File: src/wisc_defines.svh
// ~~~~~~~~~~~~~~~~~~~~~~~~~~~~~~
// WISC core sizing macros
// Widths, memory depths and the PC reset value
// ~~~~~~~~~~~~~~~~~~~~~~~~~~~~~~

`ifndef WISC_DEFINES_SVH
`define WISC_DEFINES_SVH

`define WORD_W 16     // Data and instruction width

// Register file size, R7 holds the JAL link
`define REG_CNT 8

`define IMEM_DEPTH 256  // Words
`define DMEM_DEPTH 256  // Words

// First fetch address after start
`define PC_RESET 0

`endif

File: src/wisc_pkg.sv
// ~~~~~~~~~~~~~~~~~~~~~~~~~~~~~~
// WISC core types
// Word and field types, opcodes, ALU functions, fetch FSM states
// ~~~~~~~~~~~~~~~~~~~~~~~~~~~~~~

`include "wisc_defines.svh"

package wisc_pkg;

   typedef logic [`WORD_W-1:0] word_t;
   typedef logic [$clog2(`REG_CNT)-1:0] reg_sel_t;
   typedef logic [4:0] opcode_t;   // instr[15:11]
   typedef logic [1:0] alu_op_t;

   localparam opcode_t OP_HALT  = 5'b00000;
   localparam opcode_t OP_NOP   = 5'b00001;
   localparam opcode_t OP_ADDI  = 5'b01000;
   localparam opcode_t OP_SUBI  = 5'b01001;
   localparam opcode_t OP_XORI  = 5'b01010;
   localparam opcode_t OP_ANDNI = 5'b01011;
   localparam opcode_t OP_RRR   = 5'b11011;  // Function in instr[1:0]
   localparam opcode_t OP_LBI   = 5'b11000;
   localparam opcode_t OP_ST    = 5'b10000;
   localparam opcode_t OP_LD    = 5'b10001;
   localparam opcode_t OP_BEQZ  = 5'b01100;
   localparam opcode_t OP_BNEZ  = 5'b01101;
   localparam opcode_t OP_J     = 5'b00100;
   localparam opcode_t OP_JAL   = 5'b00110;

   // Same order as the register-register function bits
   localparam alu_op_t ALU_ADD  = 2'b00;
   localparam alu_op_t ALU_SUB  = 2'b01;  // Operand b minus a
   localparam alu_op_t ALU_XOR  = 2'b10;
   localparam alu_op_t ALU_ANDN = 2'b11;

   localparam word_t NOP_INSTR = {OP_NOP, {(`WORD_W-5){1'b0}}};

   typedef enum logic [1:0] {FETCH_IDLE, FETCH_RUN, FETCH_HALTED} fetch_state_t;

endpackage

File: src/memory.sv
// ~~~~~~~~~~~~~~~~~~~~~~~~~~~~~~
// Data memory
// Word array, clocked write and async read
// ~~~~~~~~~~~~~~~~~~~~~~~~~~~~~~

`timescale 1ns/1ps
`default_nettype none
`include "wisc_defines.svh"

module memory (
   input  logic            clk,
   input  wisc_pkg::word_t addr,
   input  wisc_pkg::word_t wdata,
   input  logic            write,
   output wisc_pkg::word_t rdata
);

   localparam int AW = $clog2(`DMEM_DEPTH);

   wisc_pkg::word_t mem [`DMEM_DEPTH];

   always_ff @(posedge clk) begin
      if (write) begin
         mem[addr[AW:1]] <= wdata;
      end
   end

   assign rdata = mem[addr[AW:1]];  // Byte address, word index

endmodule

`default_nettype wire

File: config.mk
export PLATFORM = sky130hd
export DESIGN_NAME = memory
export DESIGN_NICKNAME = d
export VERILOG_FILES = /design/src/wisc_pkg.sv /design/src/memory.sv
export VERILOG_INCLUDE_DIRS = /design/src /design/src/src
export SDC_FILE = /design/constraint.sdc
export NUM_CORES = 2
export LEC_CHECK = 0
export BUFFER_PORTS_ARGS = -buffer_cell sky130_fd_sc_hd__clkbuf_2
export CAP_MARGIN = 20
export CORE_MARGIN = 4
export CORE_UTILIZATION = 35
export DETAILED_ROUTE_END_ITERATION = 12
export PLACE_DENSITY_LB_ADDON = 0.2
export SYNTH_ARGS = -nofsm -noshare
export SYNTH_HDL_FRONTEND = slang
export SYNTH_SLANG_ARGS = --single-unit
File: constraint.sdc
create_clock -name clk -period 4.2 [get_ports clk]
set_input_delay 0.63 -clock clk [delete_from_list [all_inputs] [get_ports clk]]
set_output_delay 0.63 -clock clk [all_outputs]
set_load 0.03 [all_outputs]
Word-level counts from Yosys, hierarchy flattened. Memory sizes are Yosys's and may differ from the RTL's. Index checks and enable logic that the tools add are counted.

Mux-type cells: 2.

Operator list (count): 1-bit 2-to-1 mux (2).

Bits in registers: 0. RAM bits: 4096. Bits of input ports: 34. Output and inout port bits: 16. Word-level logic and storage cells: 3. Memories kept: 1.

Memory list: mem (depth 256, bits a word 16, read ports 1, clocked after Yosys merged registers in 0, wr ports 1, line memory.sv:20) `` wisc_pkg::word_t mem [`DMEM_DEPTH]; ``.

Depth between registers and ports, before layout.
Word-level depth: 2. Depth in mapped cells: 10. Gate-level depth less buffers: 5.

Least setup slack after synthesis. No wires, ideal clock.

Kind: input to output. From: input addr[2]. To: output rdata[0]. Arrival: 2.828 ns. Data required time: 3.570 ns. Path slack: 0.742 ns. Cell stages on the path: 9. Buffers on the path: 4. Cells stage by stage: clkbuf_1 > buf_2 > clkbuf_1 > clkbuf_1 > mux4_2 > a22oi_1 > a21oi_1 > o41ai_1 > nand4_1.

Cells in the longest elaborated chain, start to end: 1.

RTL lines: start: declaration (line memory.sv:12) `input wisc_pkg::word_t addr,`; memory 256 x 16 bit; end: declaration (line memory.sv:15) `output wisc_pkg::word_t rdata`.

No other way between the ends.

Worst setup path after layout.
From: memory mem[230][14] (netlist bit). To: output rdata[14].

Cells in the longest elaborated chain, start to end: 1.

RTL lines (line): start: declaration (memory.sv:20); memory 256 x 16 bit.

No other way between the ends.

==> summary.txt <==
Status - complete, but fails checks
Violated checks - setup timing
Critical Path RT - 3.57 ns
Via count of the first global-routing pass - 77.4k
Crit path time final - 4.45 ns
Remaining DRCs - 0
Die Y - 674 microns
FILL cells - 38.3k
Root buf cell - clkbuf_16
Syn Nets - 6745
Crit path launch type - register
Port bufs - 41
Gr usage total - 18.8%
Largest register FFs - 4096
Initial antenna violation count - 21
Clk buf depth - 4
Cells after Synth - 6711
Clock transition at the registers of the reported paths - 0.06 ns
Gpl congestion - 0.811
Register area - 123000 sq um
Total gr overflow - 0
Placement-stage cell area - 171000 sq um
Post-CTS Hold Buffers - 0
Met2 GRT Util - 31.0%
Yosys top cell by area - edfxtp_1
Post-synth top area share - 79.3%
Hpwl dp - 263000 microns
Count of different cell masters after synthesis - 21
Final hold vios - 0
Pwr Total - 86.2 mW
Met3 usage - 2.82%
Fin cells - 14.0k
Synth Area per Inst - 23.1 sq um
CP arrival - 3.82 ns
Finished Cell Area - 185000 sq um
IO Pins - 50
Most Crowded Layer GR - met2
Cell row count - 244
Yosys reg bits - 4096
Remaining antenna violation count - 0
Final period utilization - 106%
Clock Sink Count - 4096
Worst hold path class - primary input to register
Pwr dens - 466 nW/um^2
Ys Warns - 0
Unrepaired setup endpoints after global routing - yes
Worst hold path depth - 1
Max_slew headroom - 16.2%
Peak supply drop - 0.348 mV
Hold path startpoint - wdata[12]
Min-Delay Endpoint - mem[195][12]$_DFFE_PP_
Fin worst setup slack - -0.247 ns
Leakage - 57.6 nW
Via count - 75.6k
CTS buffer count - 428
Final TNS setup - -0.924 ns
Drt via density - 5.40
Layout cells sized above 1 - 35.1%
Most common cell after layout, fill and taps aside - edfxtp_1
Largest fanout on the critical path - 1
Setup violations, final - 8
Mapped cell area - 155000 sq um
Leading cell types in the layout, fill and taps excluded - edfxtp_1 (4096), mux4_2 (1024), buf_4 (798)
Post-synthesis sequential area ratio - 79.3%
CP Capture Type - output port
Die Width - 674 microns
Max_cap viols - 0
Drt wl/cell - 30.8 microns
Htree depth - 5
Initial drt markers - 7855
CTS tree - yes
Final nets - 7778
Setup Crit Path Kind - register to output port
Slew @ Worst Pin - 1.26 ns
Global-route wire length before repair - 608000 microns
Top area cells in the synthesized netlist - edfxtp_1 (79%), mux4_2 (15%), a22oi_1 (2.5%), a21oi_1 (0.83%), clkbuf_1 (0.60%)
Area of the multi-input gates - 31200 sq um
Starting density of the core - 35.1%
Met1 Usage GRT - 26.3%
Largest net degree at the start of global routing - 123
Placed insts - 13.2k
Total routed wirelength - 432000 microns
Final Slew Violations - 0
Core Area - 441000 sq um
Drt pass-1 iters - 6
Area growth from synthesis to layout - 19.3%
Die area - 454000 sq um
FMAX - 0.225 GHz
what timing repair did:
action | 4_1_cts | 5_1_grt
pin swaps | 17 | 18
setup endpoints to repair | 16 | 13
gates cloned | 3 | 0
buffers inserted | 22 | 5
resized for setup | 96 | 36
through the flow:
| stage | hold slack (ns) | setup slack, ns | util, % |
|---|---|---|---|
| 3_5_place_dp | 1.18 | -0.990 | 38.6 |
| 3_3_place_gp | 1.17 | -1.00 | 38.6 |
| 5_1_grt | 0.134 | -0.325 | 41.9 |
| 6_report | 0.162 | -0.247 | 41.9 |
| 2_1_floorplan | 0.729 | 0.742 | - |
| 4_1_cts | 0.122 | -0.461 | 41.9 |
cell usage after synthesis:
cell type	number
or3_1	1
or2_2	2
a21oi_1	256
nor2_1	232
nand3_1	13
buf_1	54
o41ai_1	64
and2_1	3
buf_6	25
nand2b_1	6
edfxtp_1	4096
buf_2	76
nand2_1	28
a22oi_1	512
clkbuf_1	249
nor3_1	30
nand4_1	16
buf_4	16
mux4_2	1024
inv_1	1
nor2b_1	7
logic make-up after synthesis:
logic type / Yosys count / synth area share, %
compound gates: 832 / 3.67
buf+inv: 421 / 1.24
flops: 4096 / 79.3
mux: 1024 / 14.9
simple gates: 338 / 0.909
power breakdown:
| part | switching (mW) | internal, mW | leakage, nW | total, mW |
|---|---|---|---|---|
| logic | 2.88 | 1.80 | 14.3 | 4.68 |
| registers | 0.0176 | 45.1 | 36.8 | 45.1 |
| clock network | 15.7 | 20.7 | 6.54 | 36.4 |
| total | 18.6 | 67.6 | 57.6 | 86.2 |
per-layer routing:
layer	vias to the layer above	wire [microns]
met1	41494	184000
met5	-	14
met3	559	24400
met4	2	11500
li1	31126	-
met2	2384	212000
critical path, stage by stage, from the launching register on:
cell and delay [ns]:
edfxtp_1 0.36, mux4_2 0.51, a22oi_1 0.18, buf_4 0.18, a21oi_1 0.11, o41ai_4 0.62
buf_4 0.26, nand4_1 0.33, clkbuf_8 0.30
layout make-up:
| class | count | share of cell area [%] |
|---|---|---|
| Inverter | 1 | 0.00203 |
| Timing Repair Buffer | 1023 | 5.43 |
| Tap cell | 5904 | 3.99 |
| Clock inverter | 245 | 1.19 |
| Clock buffer | 531 | 6.04 |
| Multi-Input combinational cell | 2194 | 16.9 |
| Sequential cell | 4096 | 66.5 |
| Antenna cell | 11 | 0.0149 |
how the worst max path moves through the flow:
stage                           startpoint         to  slack (ns)  cells past startpoint
floorplan                          addr[2]   rdata[0]        0.74                      9
global placement                   addr[1]  rdata[13]       -1.00                     11
detailed placement                 addr[1]  rdata[14]       -0.99                     10
CTS                 mem[255][14]$_DFFE_PP_  rdata[14]       -0.46                      8
global route        mem[255][14]$_DFFE_PP_  rdata[14]       -0.32                      8
finish              mem[230][14]$_DFFE_PP_  rdata[14]       -0.25                      8
No activity file was read; power rests on OpenSTA's default activity.
