File: config.mk
export PLATFORM = sky130hd
export DESIGN_NAME = decode
export DESIGN_NICKNAME = d
export VERILOG_FILES = /design/src/wisc_pkg.sv /design/src/decode.sv
export VERILOG_INCLUDE_DIRS = /design/src /design/src/src
export SDC_FILE = /design/constraint.sdc
export NUM_CORES = 1
export LEC_CHECK = 0
export BUFFER_PORTS_ARGS = -buffer_cell sky130_fd_sc_hd__buf_2
export CORE_ASPECT_RATIO = 0.6
export CORE_UTILIZATION = 35
export DETAILED_ROUTE_END_ITERATION = 10
export PLACE_DENSITY = 0.65
export SETUP_SLACK_MARGIN = 0.05
export SYNTH_ARGS = -nofsm -noshare
export SYNTH_HDL_FRONTEND = slang
export SYNTH_SLANG_ARGS = --single-unit
export TNS_END_PERCENT = 1
File: constraint.sdc
create_clock -name clk -period 2.9 [get_ports clk]
set_input_delay 0.87 -clock clk [delete_from_list [all_inputs] [get_ports clk]]
set_output_delay 0.87 -clock clk [all_outputs]
set_load 0.005 [all_outputs]
File: src/wisc_defines.svh
// ~~~~~~~~~~~~~~~~~~~~~~~~~~~~~~
// WISC core sizing macros
// Widths, memory depths and the PC reset value
// ~~~~~~~~~~~~~~~~~~~~~~~~~~~~~~

`ifndef WISC_DEFINES_SVH
`define WISC_DEFINES_SVH

`define WORD_W 16     // Data and instruction width

// Register file size, R7 holds the JAL link
`define REG_CNT 8

`define IMEM_DEPTH 256  // Words
`define DMEM_DEPTH 256  // Words

// First fetch address after start
`define PC_RESET 0

`endif

File: src/wisc_pkg.sv
// ~~~~~~~~~~~~~~~~~~~~~~~~~~~~~~
// WISC core types
// Word and field types, opcodes, ALU functions, fetch FSM states
// ~~~~~~~~~~~~~~~~~~~~~~~~~~~~~~

`include "wisc_defines.svh"

package wisc_pkg;

   typedef logic [`WORD_W-1:0] word_t;
   typedef logic [$clog2(`REG_CNT)-1:0] reg_sel_t;
   typedef logic [4:0] opcode_t;   // instr[15:11]
   typedef logic [1:0] alu_op_t;

   localparam opcode_t OP_HALT  = 5'b00000;
   localparam opcode_t OP_NOP   = 5'b00001;
   localparam opcode_t OP_ADDI  = 5'b01000;
   localparam opcode_t OP_SUBI  = 5'b01001;
   localparam opcode_t OP_XORI  = 5'b01010;
   localparam opcode_t OP_ANDNI = 5'b01011;
   localparam opcode_t OP_RRR   = 5'b11011;  // Function in instr[1:0]
   localparam opcode_t OP_LBI   = 5'b11000;
   localparam opcode_t OP_ST    = 5'b10000;
   localparam opcode_t OP_LD    = 5'b10001;
   localparam opcode_t OP_BEQZ  = 5'b01100;
   localparam opcode_t OP_BNEZ  = 5'b01101;
   localparam opcode_t OP_J     = 5'b00100;
   localparam opcode_t OP_JAL   = 5'b00110;

   // Same order as the register-register function bits
   localparam alu_op_t ALU_ADD  = 2'b00;
   localparam alu_op_t ALU_SUB  = 2'b01;  // Operand b minus a
   localparam alu_op_t ALU_XOR  = 2'b10;
   localparam alu_op_t ALU_ANDN = 2'b11;

   localparam word_t NOP_INSTR = {OP_NOP, {(`WORD_W-5){1'b0}}};

   typedef enum logic [1:0] {FETCH_IDLE, FETCH_RUN, FETCH_HALTED} fetch_state_t;

endpackage

File: src/decode.sv
// ~~~~~~~~~~~~~~~~~~~~~~~~~~~~~~
// Decode stage
// Control decode, register file and immediate extension
// ~~~~~~~~~~~~~~~~~~~~~~~~~~~~~~

`timescale 1ns/1ps
`default_nettype none
`include "wisc_defines.svh"

module decode (
   input  logic               clk,
   input  logic               arst_n,
   input  wisc_pkg::word_t    instr_d,
   input  logic               wr_en,
   input  wisc_pkg::reg_sel_t wr_sel,
   input  wisc_pkg::word_t    wr_data,
   output wisc_pkg::word_t    rd1_data,
   output wisc_pkg::word_t    rd2_data,
   output wisc_pkg::word_t    imm,
   output wisc_pkg::reg_sel_t dest,
   output logic               reg_write,
   output logic               mem_read,
   output logic               mem_write,
   output logic               alu_src,
   output logic               link,
   output logic               halt,
   output logic               err
);

   wisc_pkg::word_t    regs [`REG_CNT];
   wisc_pkg::opcode_t  opcode;
   wisc_pkg::reg_sel_t src1;
   wisc_pkg::reg_sel_t src2;
   wisc_pkg::word_t    imm5;
   wisc_pkg::word_t    imm8;
   wisc_pkg::word_t    imm11;

   assign opcode = instr_d[15:11];
   assign src1   = instr_d[10:8];   // Rs
   assign src2   = instr_d[7:5];    // Rt, also the ST data register

   assign imm5  = {{(`WORD_W-5){instr_d[4]}}, instr_d[4:0]};
   assign imm8  = {{(`WORD_W-8){instr_d[7]}}, instr_d[7:0]};
   assign imm11 = {{(`WORD_W-11){instr_d[10]}}, instr_d[10:0]};

   always_ff @(posedge clk or negedge arst_n) begin
      if (!arst_n) begin
         for (int i = 0; i < `REG_CNT; i++) begin
            regs[i] <= '0;
         end
      end else if (wr_en) begin
         regs[wr_sel] <= wr_data;
      end
   end

   // Writeback data bypasses the array, so a same-cycle read sees it
   assign rd1_data = (wr_en && wr_sel == src1) ? wr_data : regs[src1];
   assign rd2_data = (wr_en && wr_sel == src2) ? wr_data : regs[src2];

   always_comb begin
      reg_write = 1'b0;
      mem_read  = 1'b0;
      mem_write = 1'b0;
      alu_src   = 1'b0;
      link      = 1'b0;
      halt      = 1'b0;
      err       = 1'b0;
      dest      = instr_d[7:5];
      imm       = imm5;
      case (opcode)
         wisc_pkg::OP_HALT: halt = 1'b1;
         wisc_pkg::OP_NOP: begin
         end
         wisc_pkg::OP_ADDI, wisc_pkg::OP_SUBI, wisc_pkg::OP_XORI, wisc_pkg::OP_ANDNI: begin
            reg_write = 1'b1;
            alu_src   = 1'b1;
         end
         wisc_pkg::OP_RRR: begin
            reg_write = 1'b1;
            dest      = instr_d[4:2];
         end
         wisc_pkg::OP_LBI: begin
            reg_write = 1'b1;
            dest      = instr_d[10:8];
            imm       = imm8;
         end
         wisc_pkg::OP_ST: begin
            mem_write = 1'b1;
            alu_src   = 1'b1;       // Address is Rs + imm5
         end
         wisc_pkg::OP_LD: begin
            mem_read  = 1'b1;
            reg_write = 1'b1;
            alu_src   = 1'b1;
         end
         wisc_pkg::OP_BEQZ, wisc_pkg::OP_BNEZ: imm = imm8;
         wisc_pkg::OP_J: imm = imm11;
         wisc_pkg::OP_JAL: begin
            reg_write = 1'b1;
            link      = 1'b1;
            dest      = wisc_pkg::reg_sel_t'(`REG_CNT - 1);  // R7
            imm       = imm11;
         end
         default: err = 1'b1;       // Illegal, retires as a bubble
      endcase
   end

endmodule

`default_nettype wire

# Word level (Yosys, flattened, before mapping)
# Cells that the tools add are included.
# W data, S select, Z words.
[word_totals]
regBits = 128
output_inout_bits = 58
inputBits = 38
[classes]
n_lt_le_gt_ge = 4
mux = 20
bitwise = 3
reduce_logical = 9
eq_ne = 15
[op_table]
columns = ["op", "count"]
rows = [
  ["$bwmux W128", 1],
  ["$mux W16", 7],
  ["$bmux W16 S3", 2],
  ["$demux W16 S3", 1],
  ["$pmux W16 S2", 1],
  ["$eq A5 B4 Y1 const B", 6],
  ["$eq A5 B5 Y1 const B", 4],
  ["$reduce_or A14 Y1", 1],
  ["$ge A4 B4 Y1 const B", 3],
  ["$not A3 Y4", 3],
  ["$eq A5 B3 Y1 const B", 2],
  ["$pmux W3 S3", 1],
  ["$reduce_or A8 Y1", 1],
  ["$mux W1", 7],
  ["$eq A3 B3 Y1", 2],
  ["$reduce_or A6 Y1", 1],
  ["$eq A5 B1 Y1 const B", 1],
  ["$logic_not A5 Y1", 1],
  ["$lt A4 B1 Y1 const B", 1],
  ["$logic_and A1 B1 Y1", 3],
  ["$reduce_or A3 Y1", 1],
  ["$reduce_or A2 Y1", 1],
]

# Depth between registers and ports, before layout
[depth]
depth_word = 6
ltp_mapped = 7
depth_no_buf = 4

# Worst setup path after synthesis
# No wires, ideal clock.
[synth_timing]
path_kind = "input to output"
start = "input instr_d[11]"
end = "output imm[11]"
arrival_ns = 2.008
stages = 6
required_ns = 2.030
path_buffers = 2
setup_slack_ns = 0.022
cell_sequence = "buf_2 > nor3b_1 > a22oi_2 > a21oi_1 > nand2_1 > buf_4"
[synth_via]
elab_chain_len = 3
word_cells_on_any_way = 8
classes_between = "5 x eq/ne; 1 x mux; 2 x reduce/logical"
[synth_lines]
columns = ["element", "line", "rtl"]
rows = [
  ["from (decl)", "decode.sv:13", "input wisc_pkg::word_t instr_d,"],
  ["$eq A5 B4 Y1, or another cell as far along", "decode.sv:70", "case (opcode)"],
  ["$reduce_or A3 Y1 (no source line) / $reduce_or A2 Y1 (equally long branches)", "--", ""],
  ["$pmux W16 S2 *", "decode.sv:70", ""],
  ["to (decl)", "decode.sv:19", "output wisc_pkg::word_t imm,"],
]
# Every way passes the cells marked *; elsewhere a longest branch is shown, timed or not.

# Final worst setup path
[layout_timing]
start = "input instr_d[8]"
end = "output rd1_data[6]"
[layout_via]
elab_chain_len = 5
word_cells_on_any_way = 7
classes_between = "1 x eq/ne; 4 x mux; 1 x bitwise; 1 x reduce/logical"
[layout_lines]
columns = ["element", "line", "rtl"]
rows = [
  ["$not A3 Y4 (not written as such)", "decode.sv:57", "assign rd1_data = (wr_en && wr_sel == src1) ? wr_data : regs[src1];"],
  ["$bmux W16 S3", "decode.sv:57", ""],
  ["$mux W16 (not written as such) (2 in series)", "decode.sv:57", ""],
  ["$mux W16 *", "decode.sv:57", ""],
  ["to (decl)", "decode.sv:17", "output wisc_pkg::word_t rd1_data,"],
]
# Every way passes the cells marked *; elsewhere a longest branch is shown, timed or not. The select of a mux whose other input is x is not followed.

==> out/metrics.yaml <==
grt_pass1_wl_mm: 32.3
skew_ns: 0
final_util_pct: 44.1
clock.fmax_mhz: 331
hpwl_mm: 13.6
synth_edf_count: 0
grt_pass1_vias: 5375
power_mw: 6.56
r2r_cells: 1
cts_tree: "yes"
fin_crit_sh_pct: 104
syn_avg_cell_area_um2: 14.0
wl_per_cell_um: 22.2
slew_headroom_pct: 51.0
grt_max_degree: 129
required_ns: 2.03
cp_max_fo: 6
gr-total-overflow: 0
path_clk_slew_ns: 0.06
ys.flop_type: "dfrtp_1"
largest_reg_flops: 128
reg_top3: "regs: 128 flops"
syn-cell-area_mm2: 0.00773
status: "finished, violations left"
antenna_cells: 0
synth_cells: 551
setup_violations: 26
yosysSeqAreaShare_pct: 41.5
core_area_mm2: 0.0213
hp-class: "in -> async"
path_class: "in -> out"
tightest_slew_ns: 0.735
ys_types: 43
antenna_found_initial: 2
setup_ws_ns: -0.119
insertion_delay_ns: 0.42
yosys_warnings: 0
final_max_slew_viol_count: 0
violations: "negative setup slack"
p_leak_nw: 4.06
r2r_end: "regs[82]"
rrSetupSlack_ns: 2.09
period_needed_ns: 3.02
clock_path_buffers: 2
die-area_mm2: 0.0227
io_buffers: 91
syn-num-nets: 589
nNetsFinal: 681
crit_path_end_kind: "output pin"
clock-sinks: 128
antenna_left: 0
ctsHoldBuffers: 0
htree_levels: 4
dr.pass1.iters: 5
hold_viol_final: 0
initial_core_util_pct: 36.2
async_flop_share_pct: 100
timing.hold.ws_ns: 0.507
die_h_um: 117
crit_arrival_ns: 2.15
drt_iter0_drc: 366
numCtsBuffers: 17
wl_mm: 20.7
syn_to_final_growth_pct: 21.9
top_register: "regs"
rows: 41
power_density_mw_per_mm2: 697
crit-reg2reg-launch: "regs[82]"
cts-root-buf: "clkbuf_16"
routabilityCongestion: 0.788
drive_gt1_share_pct: 60.0
dp_cells: 901
vias_per_cell: 5.63
vias: 5260
critPathLaunchType: "input port"
rsz0062_at_grt: "yes"
die_w_um: 194
track_usage_pct: 19.0
setup_tns_ns: -0.961
ys_ff_latch: 128
maxCapViolCount: 0
final_cells: 934
drc: 0
ir_drop_uv: 432
boundaryPins: 96
## area by class of cell
type / instances / area, um^2
well taps: 279 / 349
fillers: 1898 / 11900
inverters: 1 / 3.75
flip-flops and latches: 128 / 3200
clock buffers: 22 / 484
repair buffers: 140 / 1050
multi-input cells: 355 / 4150
clock inverters: 9 / 178
## per-layer routing
metal | vias up | track usage (%) | part of all wire (%) | routed length (um)
li1 | 2265 | - | - | -
met2 | 153 | 30.9 | 48 | 9880
met3 | 27 | 4.67 | 4.4 | 907
met4 | 4 | 4.71 | 1.3 | 274
met5 | - | 0 | 0.13 | 27
met1 | 2811 | 25.9 | 47 | 9660
## power breakdown
part / internal [mW] / switching (mW) / total (mW)
Sequential: 2.19 / 0.328 / 2.51
Combinational: 1.00 / 0.624 / 1.62
Clock: 1.61 / 0.810 / 2.42
Total: 4.80 / 1.76 / 6.56
## metrics by stage
step / setup WS [ns] / area [um^2]
global route: -0.162 / 9420
global placement: -0.183 / 8570
finish: -0.119 / 9420
CTS: -0.115 / 9360
detailed placement: -0.215 / 8570
floorplan: 0.0559 / 7730
## Yosys cell counts (5+ instances only)
library cell  number  area share (%)
mux2_2           121              18
mux4_2            64              19
mux2i_1           33             4.3
dfrtp_1          128              41
buf_6              5            0.73
nand2_1           11            0.53
nor2_1            36             1.7
mux2_4            10             1.9
xnor2_1            6            0.68
buf_2             12            0.78
buf_4             38             3.7
clkbuf_1           7            0.34
a21oi_1           35             2.3
## cell usage in the layout, fill, tap and decap left out, types with 2 or more instances in the layout
cell type,count
xnor2_1,6
a21oi_1,29
a2bb2oi_1,3
buf_2,85
dfrtp_1,128
nand4b_2,3
clkinv_2,2
mux4_2,64
nand2_1,10
mux2_2,121
a22oi_1,3
mux2i_2,2
nor2b_1,3
mux2i_1,28
buf_6,6
mux2_4,10
nor2_1,36
mux2i_4,3
nand4_1,2
bufinv_16,5
buf_12,13
nor3b_4,3
clkbuf_16,17
buf_4,34
clkbuf_8,4
a21oi_2,6
## worst max-delay path by stage
| stage | slack (ns) | startpoint | cells after the start | to |
|---|---|---|---|---|
| after floorplan | 0.06 | instr_d[14] | 6 | imm[11] |
| after global placement | -0.18 | instr_d[5] | 6 | rd2_data[11] |
| after detailed placement | -0.21 | instr_d[8] | 7 | rd1_data[6] |
| after CTS | -0.12 | instr_d[8] | 7 | rd1_data[6] |
| after global routing | -0.16 | instr_d[5] | 7 | rd2_data[6] |
| final | -0.12 | instr_d[8] | 7 | rd1_data[6] |
## cell families (layout without fill, tap and decap cells)
| logic type | Yosys count | count (layout) | share of synthesized area [%] |
|---|---|---|---|
| simple gates | 74 | 74 | 5.73 |
| buf+inv | 68 | 172 | 6.04 |
| xor+xnor | 6 | 6 | 0.680 |
| mux | 228 | 228 | 42.5 |
| compound gates | 47 | 47 | 3.58 |
| flops | 128 | 128 | 41.5 |
## worst max-delay path: stages
cell and delay [ns]:
buf_8 0.09, buf_12 0.12, buf_12 0.10, mux4_2 0.50, mux2i_2 0.23, a21oi_2 0.09, buf_2 0.14
## what timing repair did
action | 4_1_cts | 5_1_grt
endpoints found under the hold margin | 0 | 0
pin swaps | 25 | 4
buffers inserted | 1 | 0
gates cloned | 1 | 0
endpoints found under the setup margin | 44 | 44
resized for setup | 28 | 11
No activity file was read; power rests on OpenSTA's default activity.
