<file path="src/wisc_defines.svh">
// ~~~~~~~~~~~~~~~~~~~~~~~~~~~~~~
// WISC core sizing macros
// Widths, memory depths and the PC reset value
// ~~~~~~~~~~~~~~~~~~~~~~~~~~~~~~

`ifndef WISC_DEFINES_SVH
`define WISC_DEFINES_SVH

`define WORD_W 16     // Data and instruction width

// Register file size, R7 holds the JAL link
`define REG_CNT 8

`define IMEM_DEPTH 256  // Words
`define DMEM_DEPTH 256  // Words

// First fetch address after start
`define PC_RESET 0

`endif

</file>
<file path="src/wisc_pkg.sv">
// ~~~~~~~~~~~~~~~~~~~~~~~~~~~~~~
// WISC core types
// Word and field types, opcodes, ALU functions, fetch FSM states
// ~~~~~~~~~~~~~~~~~~~~~~~~~~~~~~

`include "wisc_defines.svh"

package wisc_pkg;

   typedef logic [`WORD_W-1:0] word_t;
   typedef logic [$clog2(`REG_CNT)-1:0] reg_sel_t;
   typedef logic [4:0] opcode_t;   // instr[15:11]
   typedef logic [1:0] alu_op_t;

   localparam opcode_t OP_HALT  = 5'b00000;
   localparam opcode_t OP_NOP   = 5'b00001;
   localparam opcode_t OP_ADDI  = 5'b01000;
   localparam opcode_t OP_SUBI  = 5'b01001;
   localparam opcode_t OP_XORI  = 5'b01010;
   localparam opcode_t OP_ANDNI = 5'b01011;
   localparam opcode_t OP_RRR   = 5'b11011;  // Function in instr[1:0]
   localparam opcode_t OP_LBI   = 5'b11000;
   localparam opcode_t OP_ST    = 5'b10000;
   localparam opcode_t OP_LD    = 5'b10001;
   localparam opcode_t OP_BEQZ  = 5'b01100;
   localparam opcode_t OP_BNEZ  = 5'b01101;
   localparam opcode_t OP_J     = 5'b00100;
   localparam opcode_t OP_JAL   = 5'b00110;

   // Same order as the register-register function bits
   localparam alu_op_t ALU_ADD  = 2'b00;
   localparam alu_op_t ALU_SUB  = 2'b01;  // Operand b minus a
   localparam alu_op_t ALU_XOR  = 2'b10;
   localparam alu_op_t ALU_ANDN = 2'b11;

   localparam word_t NOP_INSTR = {OP_NOP, {(`WORD_W-5){1'b0}}};

   typedef enum logic [1:0] {FETCH_IDLE, FETCH_RUN, FETCH_HALTED} fetch_state_t;

endpackage

</file>
<file path="src/execute.sv">
// ~~~~~~~~~~~~~~~~~~~~~~~~~~~~~~
// Execute stage
// ALU, branch test and redirect target
// ~~~~~~~~~~~~~~~~~~~~~~~~~~~~~~

`timescale 1ns/1ps
`default_nettype none

module execute (
   input  wisc_pkg::opcode_t opcode,
   input  wisc_pkg::alu_op_t ext,
   input  wisc_pkg::word_t   rd1,
   input  wisc_pkg::word_t   rd2,
   input  wisc_pkg::word_t   imm,
   input  logic              alu_src,
   input  wisc_pkg::word_t   pc_next,
   output wisc_pkg::word_t   alu_out,
   output logic              redirect,
   output wisc_pkg::word_t   target
);

   wisc_pkg::alu_op_t alu_op;
   wisc_pkg::word_t   op_b;
   wisc_pkg::word_t   result;
   logic              zero;
   logic              taken;

   always_comb begin
      case (opcode)
         wisc_pkg::OP_SUBI:  alu_op = wisc_pkg::ALU_SUB;
         wisc_pkg::OP_XORI:  alu_op = wisc_pkg::ALU_XOR;
         wisc_pkg::OP_ANDNI: alu_op = wisc_pkg::ALU_ANDN;
         wisc_pkg::OP_RRR:   alu_op = ext;
         default:            alu_op = wisc_pkg::ALU_ADD;  // ADDI, ST, LD
      endcase
   end

   assign op_b = alu_src ? imm : rd2;

   always_comb begin
      case (alu_op)
         wisc_pkg::ALU_ADD: result = rd1 + op_b;
         wisc_pkg::ALU_SUB: result = op_b - rd1;
         wisc_pkg::ALU_XOR: result = rd1 ^ op_b;
         default:           result = rd1 & ~op_b;
      endcase
   end

   // Branch test on Rs
   assign zero  = (rd1 == '0);
   assign taken = (opcode == wisc_pkg::OP_BEQZ && zero) ||
                  (opcode == wisc_pkg::OP_BNEZ && !zero);

   assign target   = pc_next + imm;
   assign redirect = taken || opcode == wisc_pkg::OP_J || opcode == wisc_pkg::OP_JAL;

   // JAL stores the link, LBI the immediate
   assign alu_out = (opcode == wisc_pkg::OP_JAL) ? pc_next :
                    (opcode == wisc_pkg::OP_LBI) ? imm : result;

endmodule

`default_nettype wire

</file>
<file path="config.mk">
export PLATFORM = sky130hd
export DESIGN_NAME = execute
export DESIGN_NICKNAME = d
export VERILOG_FILES = /design/src/wisc_pkg.sv /design/src/execute.sv
export VERILOG_INCLUDE_DIRS = /design/src /design/src/src
export SDC_FILE = /design/constraint.sdc
export NUM_CORES = 1
export LEC_CHECK = 0
export ABC_AREA = 1
export BUFFER_PORTS_ARGS = -buffer_cell sky130_fd_sc_hd__buf_2
export CORE_UTILIZATION = 25
export DETAILED_ROUTE_END_ITERATION = 10
export PLACE_DENSITY = 0.5
export SYNTH_ARGS = -nofsm -noshare
export SYNTH_HDL_FRONTEND = slang
export SYNTH_SLANG_ARGS = --single-unit
</file>
<file path="constraint.sdc">
create_clock -name vclk -period 3.5
set_input_delay 0.525 -clock vclk [all_inputs]
set_output_delay 0.525 -clock vclk [all_outputs]
set_load 0.01 [all_outputs]
</file>
# Word level (Yosys, flattened, before mapping)
# Index checks and enable logic that the tools add are counted.
[op_classes] n_reduce_logical=8 n_lt_le_gt_ge=0 eq_ne=11 addsub=3 div_mod_pow=0 multipliers=0 bitwise_logic=3 muxes=5 shift=0
[ops] op="2-to-1 mux 16 bit" n=3
[ops] op="case mux 16 bit (3 select lines)" n=1
[ops] op="adder 16 bit" n=2
[ops] op="equality test 5 x 4 -> 1 bit, second input constant" n=5
[ops] op="bitwise AND 16 bit" n=1
[ops] op="zero test 16 bit" n=1
[ops] op="NOT 16 bit" n=1
[ops] op="subtractor 16 bit" n=1
[ops] op="bitwise XOR 16 bit" n=1
[ops] op="equality test 5 x 3 -> 1 bit, second input constant" n=2
[ops] op="equality test 5 bit, second input constant" n=2
[ops] op="case mux 2 bit (4 select lines)" n=1
[ops] op="logical OR 1 bit" n=3
[ops] op="equality test 2 x 1 -> 1 bit, second input constant" n=1
[ops] op="equality test 2 bit, second input constant" n=1
[ops] op="logical AND 1 bit" n=2
[ops] op="zero test 2 bit" n=1
[ops] op="zero test 1 bit" n=1
[word_totals] in_bits=72 ff_bits=0 mem_count=0 output_inout_bits=33 mem_bits_rw=0 latch_bits=0 romBits=0 word_cells=30

# Depth between registers and ports, before layout
# Gate-level depths: netlist (run 1).
[logic_depth] word_depth=6 ltp_mapped=22 mapped_depth_nobuf=22

# Least setup slack after synthesis (run 1)
# OpenSTA, ideal clock, no wires.
[synth_timing] path_kind="input -> output" start="in alu_src" end="out alu_out[10]" arrival_ns=2.621 stages=17 path_slack_ns=0.354 path_buffers=2 required_time_ns=2.975 path_cell_list="clkbuf_1 -> clkbuf_1 -> mux2i_1 -> ha_1 -> inv_1 -> fa_1 -> nand3_1 -> nand2_1 -> nand2_1 -> nand3_1 -> nand2_1 -> nand2_1 -> nand2_1 -> nand3_1 -> nand2_1 -> nand2_1 -> nand2_1"
[synth_between] elab_chain_cells=6 word_cells_on_any_way=9 classes_between="2 x add/sub; 4 x mux; 3 x bitwise"
[synth_rtl] element="start: declaration" line_no="execute.sv:15" rtl="input logic alu_src,"
[synth_rtl] element="2-to-1 mux 16 bit (*)" line_no="execute.sv:38" rtl="assign op_b = alu_src ? imm : rd2;"
[synth_rtl] element="branches (longest 2 deep; another with subtractor 16 bit)"
[synth_rtl] element="case mux 16 bit (3 select lines) (*)" line_no="execute.sv:41" rtl="case (alu_op)"
[synth_rtl] element="2-to-1 mux 16 bit (*)" line_no="execute.sv:59" rtl="(opcode == wisc_pkg::OP_LBI) ? imm : result;"
[synth_rtl] element="2-to-1 mux 16 bit (*)" line_no="execute.sv:58" rtl="assign alu_out = (opcode == wisc_pkg::OP_JAL) ? pc_next :"
[synth_rtl] element="end: declaration" line_no="execute.sv:17" rtl="output wisc_pkg::word_t alu_out,"
# Mark *: on every way between the ends.

# Worst setup path after layout (run 1)
[layout_timing] start="in opcode[3]" end="out alu_out[4]"
[layout_between] elab_chain_cells=6 word_cells_on_any_way=13 classes_between="8 x eq/ne; 4 x mux; 1 x reduce/logical"
[layout_rtl] element="start: declaration" line_no="execute.sv:10" rtl="input wisc_pkg::opcode_t opcode,"
[layout_rtl] element="equality test 5 bit / equality test 5 x 4 -> 1 bit (equally long branches)" line_no="execute.sv:29" rtl="case (opcode)"
[layout_rtl] element="case mux 2 bit (4 select lines)" line_no="execute.sv:29"
[layout_rtl] element="equality test 2 bit (tied with other cells)" line_no="execute.sv:41"
[layout_rtl] element="case mux 16 bit (3 select lines)" line_no="execute.sv:41"
[layout_rtl] element="2-to-1 mux 16 bit" line_no="execute.sv:59"
[layout_rtl] element="2-to-1 mux 16 bit (*)" line_no="execute.sv:58"
# Mark *: on every way between the ends. The rest lies on a longest branch, timed or not.

==> results of run 1 <==
==> cells in the mapped netlist (3+ instances only) <==
master    count  area, um^2
nand2_1     154       578.1
inv_1        78       292.8
a21oi_1      50       250.2
nor2_1       47       176.4
ha_1         46       575.6
o21ai_0      35       175.2
nand3_1      31       155.2
xor2_1       19       166.4
xnor2_1      11       96.34
a211oi_1     10       75.07
nor3_1        7       35.03
a21o_1        4       30.03
clkbuf_1      4       15.01
inv_2         4       15.01
nand4_1       4       25.02
or2_2         4       25.02
buf_2         3       15.01
nand2_2       3       18.77
nand2_4       3       33.78
nand3b_1      3       22.52
o21ai_1       3       15.01
o31ai_1       3       22.52
==> kinds of logic after synthesis <==
| kind of cell | count (synthesis) | synth area share |
|---|---|---|
| and+or+nand+nor | 263 | 0.3663 |
| AOI/OAI and AO/OA | 120 | 0.2251 |
| buffers and inverters | 95 | 0.1253 |
| xor gates and xnor gates | 30 | 0.08380 |
| muxes | 1 | 0.003192 |
| adders and majority gates | 48 | 0.1963 |
==> through the flow <==
step | util | hold slack, ns | instance area, um^2 | std cells | setup TNS (ns)
after global routing | 0.3613 | 1.382 | 4375 | 848 | -0.4954
final | 0.3613 | 1.351 | 4375 | 848 | 0
after CTS | 0.3293 | 1.353 | 3989 | 839 | 0
after global placement | 0.3262 | 1.351 | 3951 | 838 | -0.2035
after detailed placement | 0.3262 | 1.351 | 3951 | 838 | -0.1701
after floorplan | - | 1.173 | 3136 | 557 | 0
==> worst max-delay path, delay by kind of cell <==
family	cells	cell delay (ns)
fa+ha+maj	1	0.38
simple gates	8	0.98
compound gates	3	0.38
xor+xnor	1	0.14
buf+inv	5	0.52
==> final cells by class <==
class	instances	area, um^2
fillers	1379	7736
inverters	84	325.3
well taps	168	210.2
repair buffers	134	797.0
multi-input cells	462	3043
==> power groups by stage <==
stage	logic [mW]	clock network [mW]	registers [mW]
6_report	0.920	0	0
5_1_grt	1.02	0	0
4_1_cts	0.819	0	0
3_5_place_dp	0.805	0	0
3_3_place_gp	0.805	0	0
2_1_floorplan	0.513	0	0
==> what timing repair did <==
item,CTS,global route
endpoints found under the setup margin,6,14
resized for setup,10,95
buffers inserted,1,9
pin swaps,4,54
==> how the worst max path moves through the flow <==
stage / startpoint / to
global placement: opcode[2] / alu_out[11]
detailed placement: rd1[0] / alu_out[11]
CTS: opcode[3] / alu_out[14]
floorplan: alu_src / alu_out[10]
global route: rd1[1] / alu_out[15]
finish: opcode[3] / alu_out[4]
==> routing by layer <==
metal | part of all wire | GRT usage | up-vias
met5 | 0 | 0 | -
met4 | 0.016 | 0.02597 | 0
met3 | 0.034 | 0.007970 | 16
met2 | 0.48 | 0.3014 | 113
met1 | 0.47 | 0.2233 | 1763
li1 | - | - | 2085
==> metrics, run 1 <==
syn nets 677; ANT cells 0; total wire length between 10000 and 15000 um; first-pass GRT wire length 18040 um; Critical Path Start Type primary input; max_cap viols 0; Data required, critical path 2.97 ns; post-synthesis sequential area ratio 0; Final Critical Period 3.463 ns; Final Total Pwr 0.9199 mW; largest net degree at the start of global routing 26; CLK BUF 0; Reg area 0 um^2; Core Area 12110 um^2; WL/cell about 13 um; initial core utilization 0.2589; Mapped Avg Cell Area 5.629 um^2; clock share of power 0; count of input and output buffers 105; commonest non-fill, non-tap cells in the layout nand2_1 (129), buf_2 (99), inv_1 (72); slack of the critical path 0.03735 ns; PwrDens 210.2 nW/um^2; Least-Margin Pin Slew 0.5151 ns; count of final hold-check violations 0; initial antenna violation count 0; Worst Hold Depth 4; DRC 0; slew margin rel. 0.6530; most common cell after layout, fill and taps aside nand2_1; VDD IR-drop max between 0.1 and 0.15 mV; unique cell type count in the Yosys netlist 46; die height 114.0 um; routability cong. 0.9361; Critical Path End Type output pin; Comb pwr share 1.000; worst hold path class primary input to output pin; cell-internal power ~0.38 mW; sw frac 0.5828; Die ar. 12990 um^2; vias 3977; Syn Std Cell Area 3136 um^2; Mapped Cells 557; # setup viols final 0; worst setup path class primary input to output pin; DP Worst Slack -0.07175 ns; hold_buf cts 0; DR iter-0 viols ~170; Arr. time, crit path 2.94 ns; fin. max-slew vios 0; Chip Width 114.0 um; drt via density ~4.7; fmax 288.8 MHz; Synth-to-Final Area Change 39.55%; worst path cell trace buf_8 -> inv_4 -> nor2_4 -> nand3b_4 -> nand3_4 -> buf_12 -> nand2_2 -> xor2_1 -> ha_1 -> a21oi_2 -> nand2_2 -> buf_4 -> or2_2 -> nand3_1 -> o211ai_2 -> nand2_1 -> a21oi_2 -> buf_2; crit path max fanout 5; RSZ-0062 raised after global routing true; worst hold start pc_next[7]; Hold Path Sink alu_out[7]; GRT Total Usage 0.1674; FP Rows 40; YS warnings 0; grt total ovfl 0; DRT antenna net count 0; share of cells above drive strength 1 0.3294; vias in the first global route roughly 4000; Final #Nets 802; DPL Wire Length approximately 9500 um; slowest CP cell ha_1; status finished clean; Lkg Pwr 2.414 nW; Boundary Pins 105; Psw 0.5361 mW; final worst-path cycle share 0.9893; Seq cells 0; Sequential Power Share 0; drt first pass iters 4; max incr delay on CP 0.38 ns
(Power assumes the default switching activity.)
==> run 2: changes to the inputs <==
--- a/config.mk
+++ b/config.mk
@@ -10,7 +10,7 @@
 export BUFFER_PORTS_ARGS = -buffer_cell sky130_fd_sc_hd__buf_2
 export CORE_UTILIZATION = 25
 export DETAILED_ROUTE_END_ITERATION = 10
-export PLACE_DENSITY = 0.5
+export PLACE_DENSITY_LB_ADDON = 0.12
 export SYNTH_ARGS = -nofsm -noshare
 export SYNTH_HDL_FRONTEND = slang
 export SYNTH_SLANG_ARGS = --single-unit
==> run 2 against run 1 <==
Net effect:
- hold slack worse by 0.0045 ns
- cell count is 3.3% higher
- first-iteration DRC count up 2.4%
- setup slack got worse by 0.018 ns
- critical endpoint unchanged
- largest cell class unchanged
- highest routed layer unchanged
==> metrics, run 2 (synthesis results as in run 1) <==
Boundary Pins 105 (unchanged); worst setup path class primary input to output pin; # setup viols final 0 (unchanged); worst hold path class primary input to output pin; vias in the first global route 3914 (+0.41%); Final Total Pwr 0.9957 mW (+8.2%); RSZ-0062 raised after global routing true; PwrDens 216.9 nW/um^2 (+3.2%); share of cells above drive strength 1 0.3658 (+0.03641); Synth-to-Final Area Change 46.41%; crit path max fanout 3 (-2); Core Area 12110 um^2 (unchanged); most common cell after layout, fill and taps aside nand2_1; FP Rows 40 (unchanged); die height 114.0 um (unchanged); count of input and output buffers 105 (unchanged); Seq cells 0 (unchanged); initial antenna violation count 0 (unchanged); DRC 0 (unchanged); Data required, critical path 2.97 ns (about the same); status finished clean; drt via density 4.645 (-0.96%); total wire length 11940 um (+4.8%); Die ar. 12990 um^2 (unchanged); Multi-input gate area 3045 um^2 (about the same); commonest non-fill, non-tap cells in the layout nand2_1 (129), buf_2 (101), inv_1 (73); Critical Path End Type output pin; GRT Total Usage 0.1773 (+0.009925); final worst-path cycle share 0.9944 (+0.005078); count of final hold-check violations 0 (unchanged); Layout fillers 1385 (+0.44%); Chip Width 114.0 um (unchanged); largest net degree at the start of global routing 26 (unchanged); Lkg Pwr 2.524 nW (+4.6%); max_cap viols 0 (unchanged); Min Hold Slack 1.347 ns (-0.004500 ns); Critical Path Start Type primary input; vias 4069 (+2.3%); grt total ovfl 0 (unchanged); DRT antenna net count 0 (unchanged); DP Cell Count 864 (+3.1%); Least-Margin Pin Slew 0.5173 ns (+0.002168 ns); CLK BUF 0 (unchanged); fmax 287.3 MHz (-0.51%); initial core utilization 0.2589 (unchanged); slew margin rel. 0.6548 (+0.001803); first-pass GRT wire length 18720 um (+3.8%); routability cong. 0.8973 (-4.1%); fin. max-slew vios 0 (unchanged); Arr. time, crit path 2.96 ns (+0.02 ns); DR iter-0 viols 171 (+2.4%); VDD IR-drop max 0.1072 mV (-9.8%); drt first pass iters 4 (unchanged); Reg area 0 um^2 (unchanged); Final Critical Period 3.480 ns (+0.01777 ns); WL/cell 13.63 um (+1.5%); ANT cells 0 (unchanged); DPL Wire Length 10170 um (+7.2%); fin cells 876 (+3.3%); Final #Nets 830 (+3.5%)
-- run 2: cell count changes in the layout (fill, tap and decap cells not counted), sizes merged --
| cell | before | now |
|---|---|---|
| buf | 133 | 162 |
| clkinv | 0 | 1 |
| clkbuf | 1 | 0 |
| inv | 84 | 83 |
-- run 2: per-stage QoR --
step / TNS, ns / worst slack, ns / util / cell area, um^2
2_1_floorplan: 0 / 0.3540 / - / 3136
3_3_place_gp: -0.6141 / -0.1485 / 0.3434 / 4159
3_5_place_dp: -0.5858 / -0.1816 / 0.3434 / 4159
4_1_cts: -0.009124 / -0.009124 / 0.3519 / 4262
5_1_grt: -0.8391 / -0.1411 / 0.3790 / 4591
6_report: 0 / 0.01958 / 0.3790 / 4591
-- run 2: timing repair --
action | CTS | global route
buffers inserted | 4 | 8
pin swaps | 16 | 45
hold buffers | 0 | 0
endpoints found under the setup margin | 8 | 13
gates resized for setup | 26 | 78
-- run 2: power by group --
part	total, mW	leakage [nW]	switching, mW	internal (mW)
combinational	0.996	2.52	0.565	0.431
sequential	0	0	0	0
clock	0	0	0	0
total	0.996	2.52	0.565	0.431
-- run 2: final timing paths --
path	endpoint	slack, ns	depth (start not counted)	startpoint
setup / recovery	alu_out[4]	0.02	19	opcode[2]
hold / removal	alu_out[9]	1.35	4	pc_next[9]
-- run 2: cell type report --
cell class / count / share of cell area
multi-input cells: 462 / 0.6634
repair buffers: 162 / 0.2194
inverters: 84 / 0.07141
well taps: 168 / 0.04579
-- run 2: critical path, cell delays in order --
cell      delay [ns]
buf_4           0.13
inv_2           0.06
nand3_2         0.08
a21oi_4         0.17
nand3_4         0.11
buf_4           0.14
nand2_1         0.06
xor2_1          0.17
ha_1            0.30
buf_6           0.15
nand3_1         0.06
nand2_1         0.09
buf_4           0.15
or2_2           0.26
nand3_1         0.12
o211ai_2        0.10
nand2_1         0.09
a21oi_2         0.06
buf_2           0.14
-- run 2: per-layer routing --
layer | track usage | wire, um | share of wire
met1 | 0.2471 | 5927 | 0.50
met2 | 0.3091 | 5387 | 0.45
met3 | 0.009564 | 472 | 0.040
met4 | 0.01905 | 152 | 0.013
met5 | 0 | 0 | 0
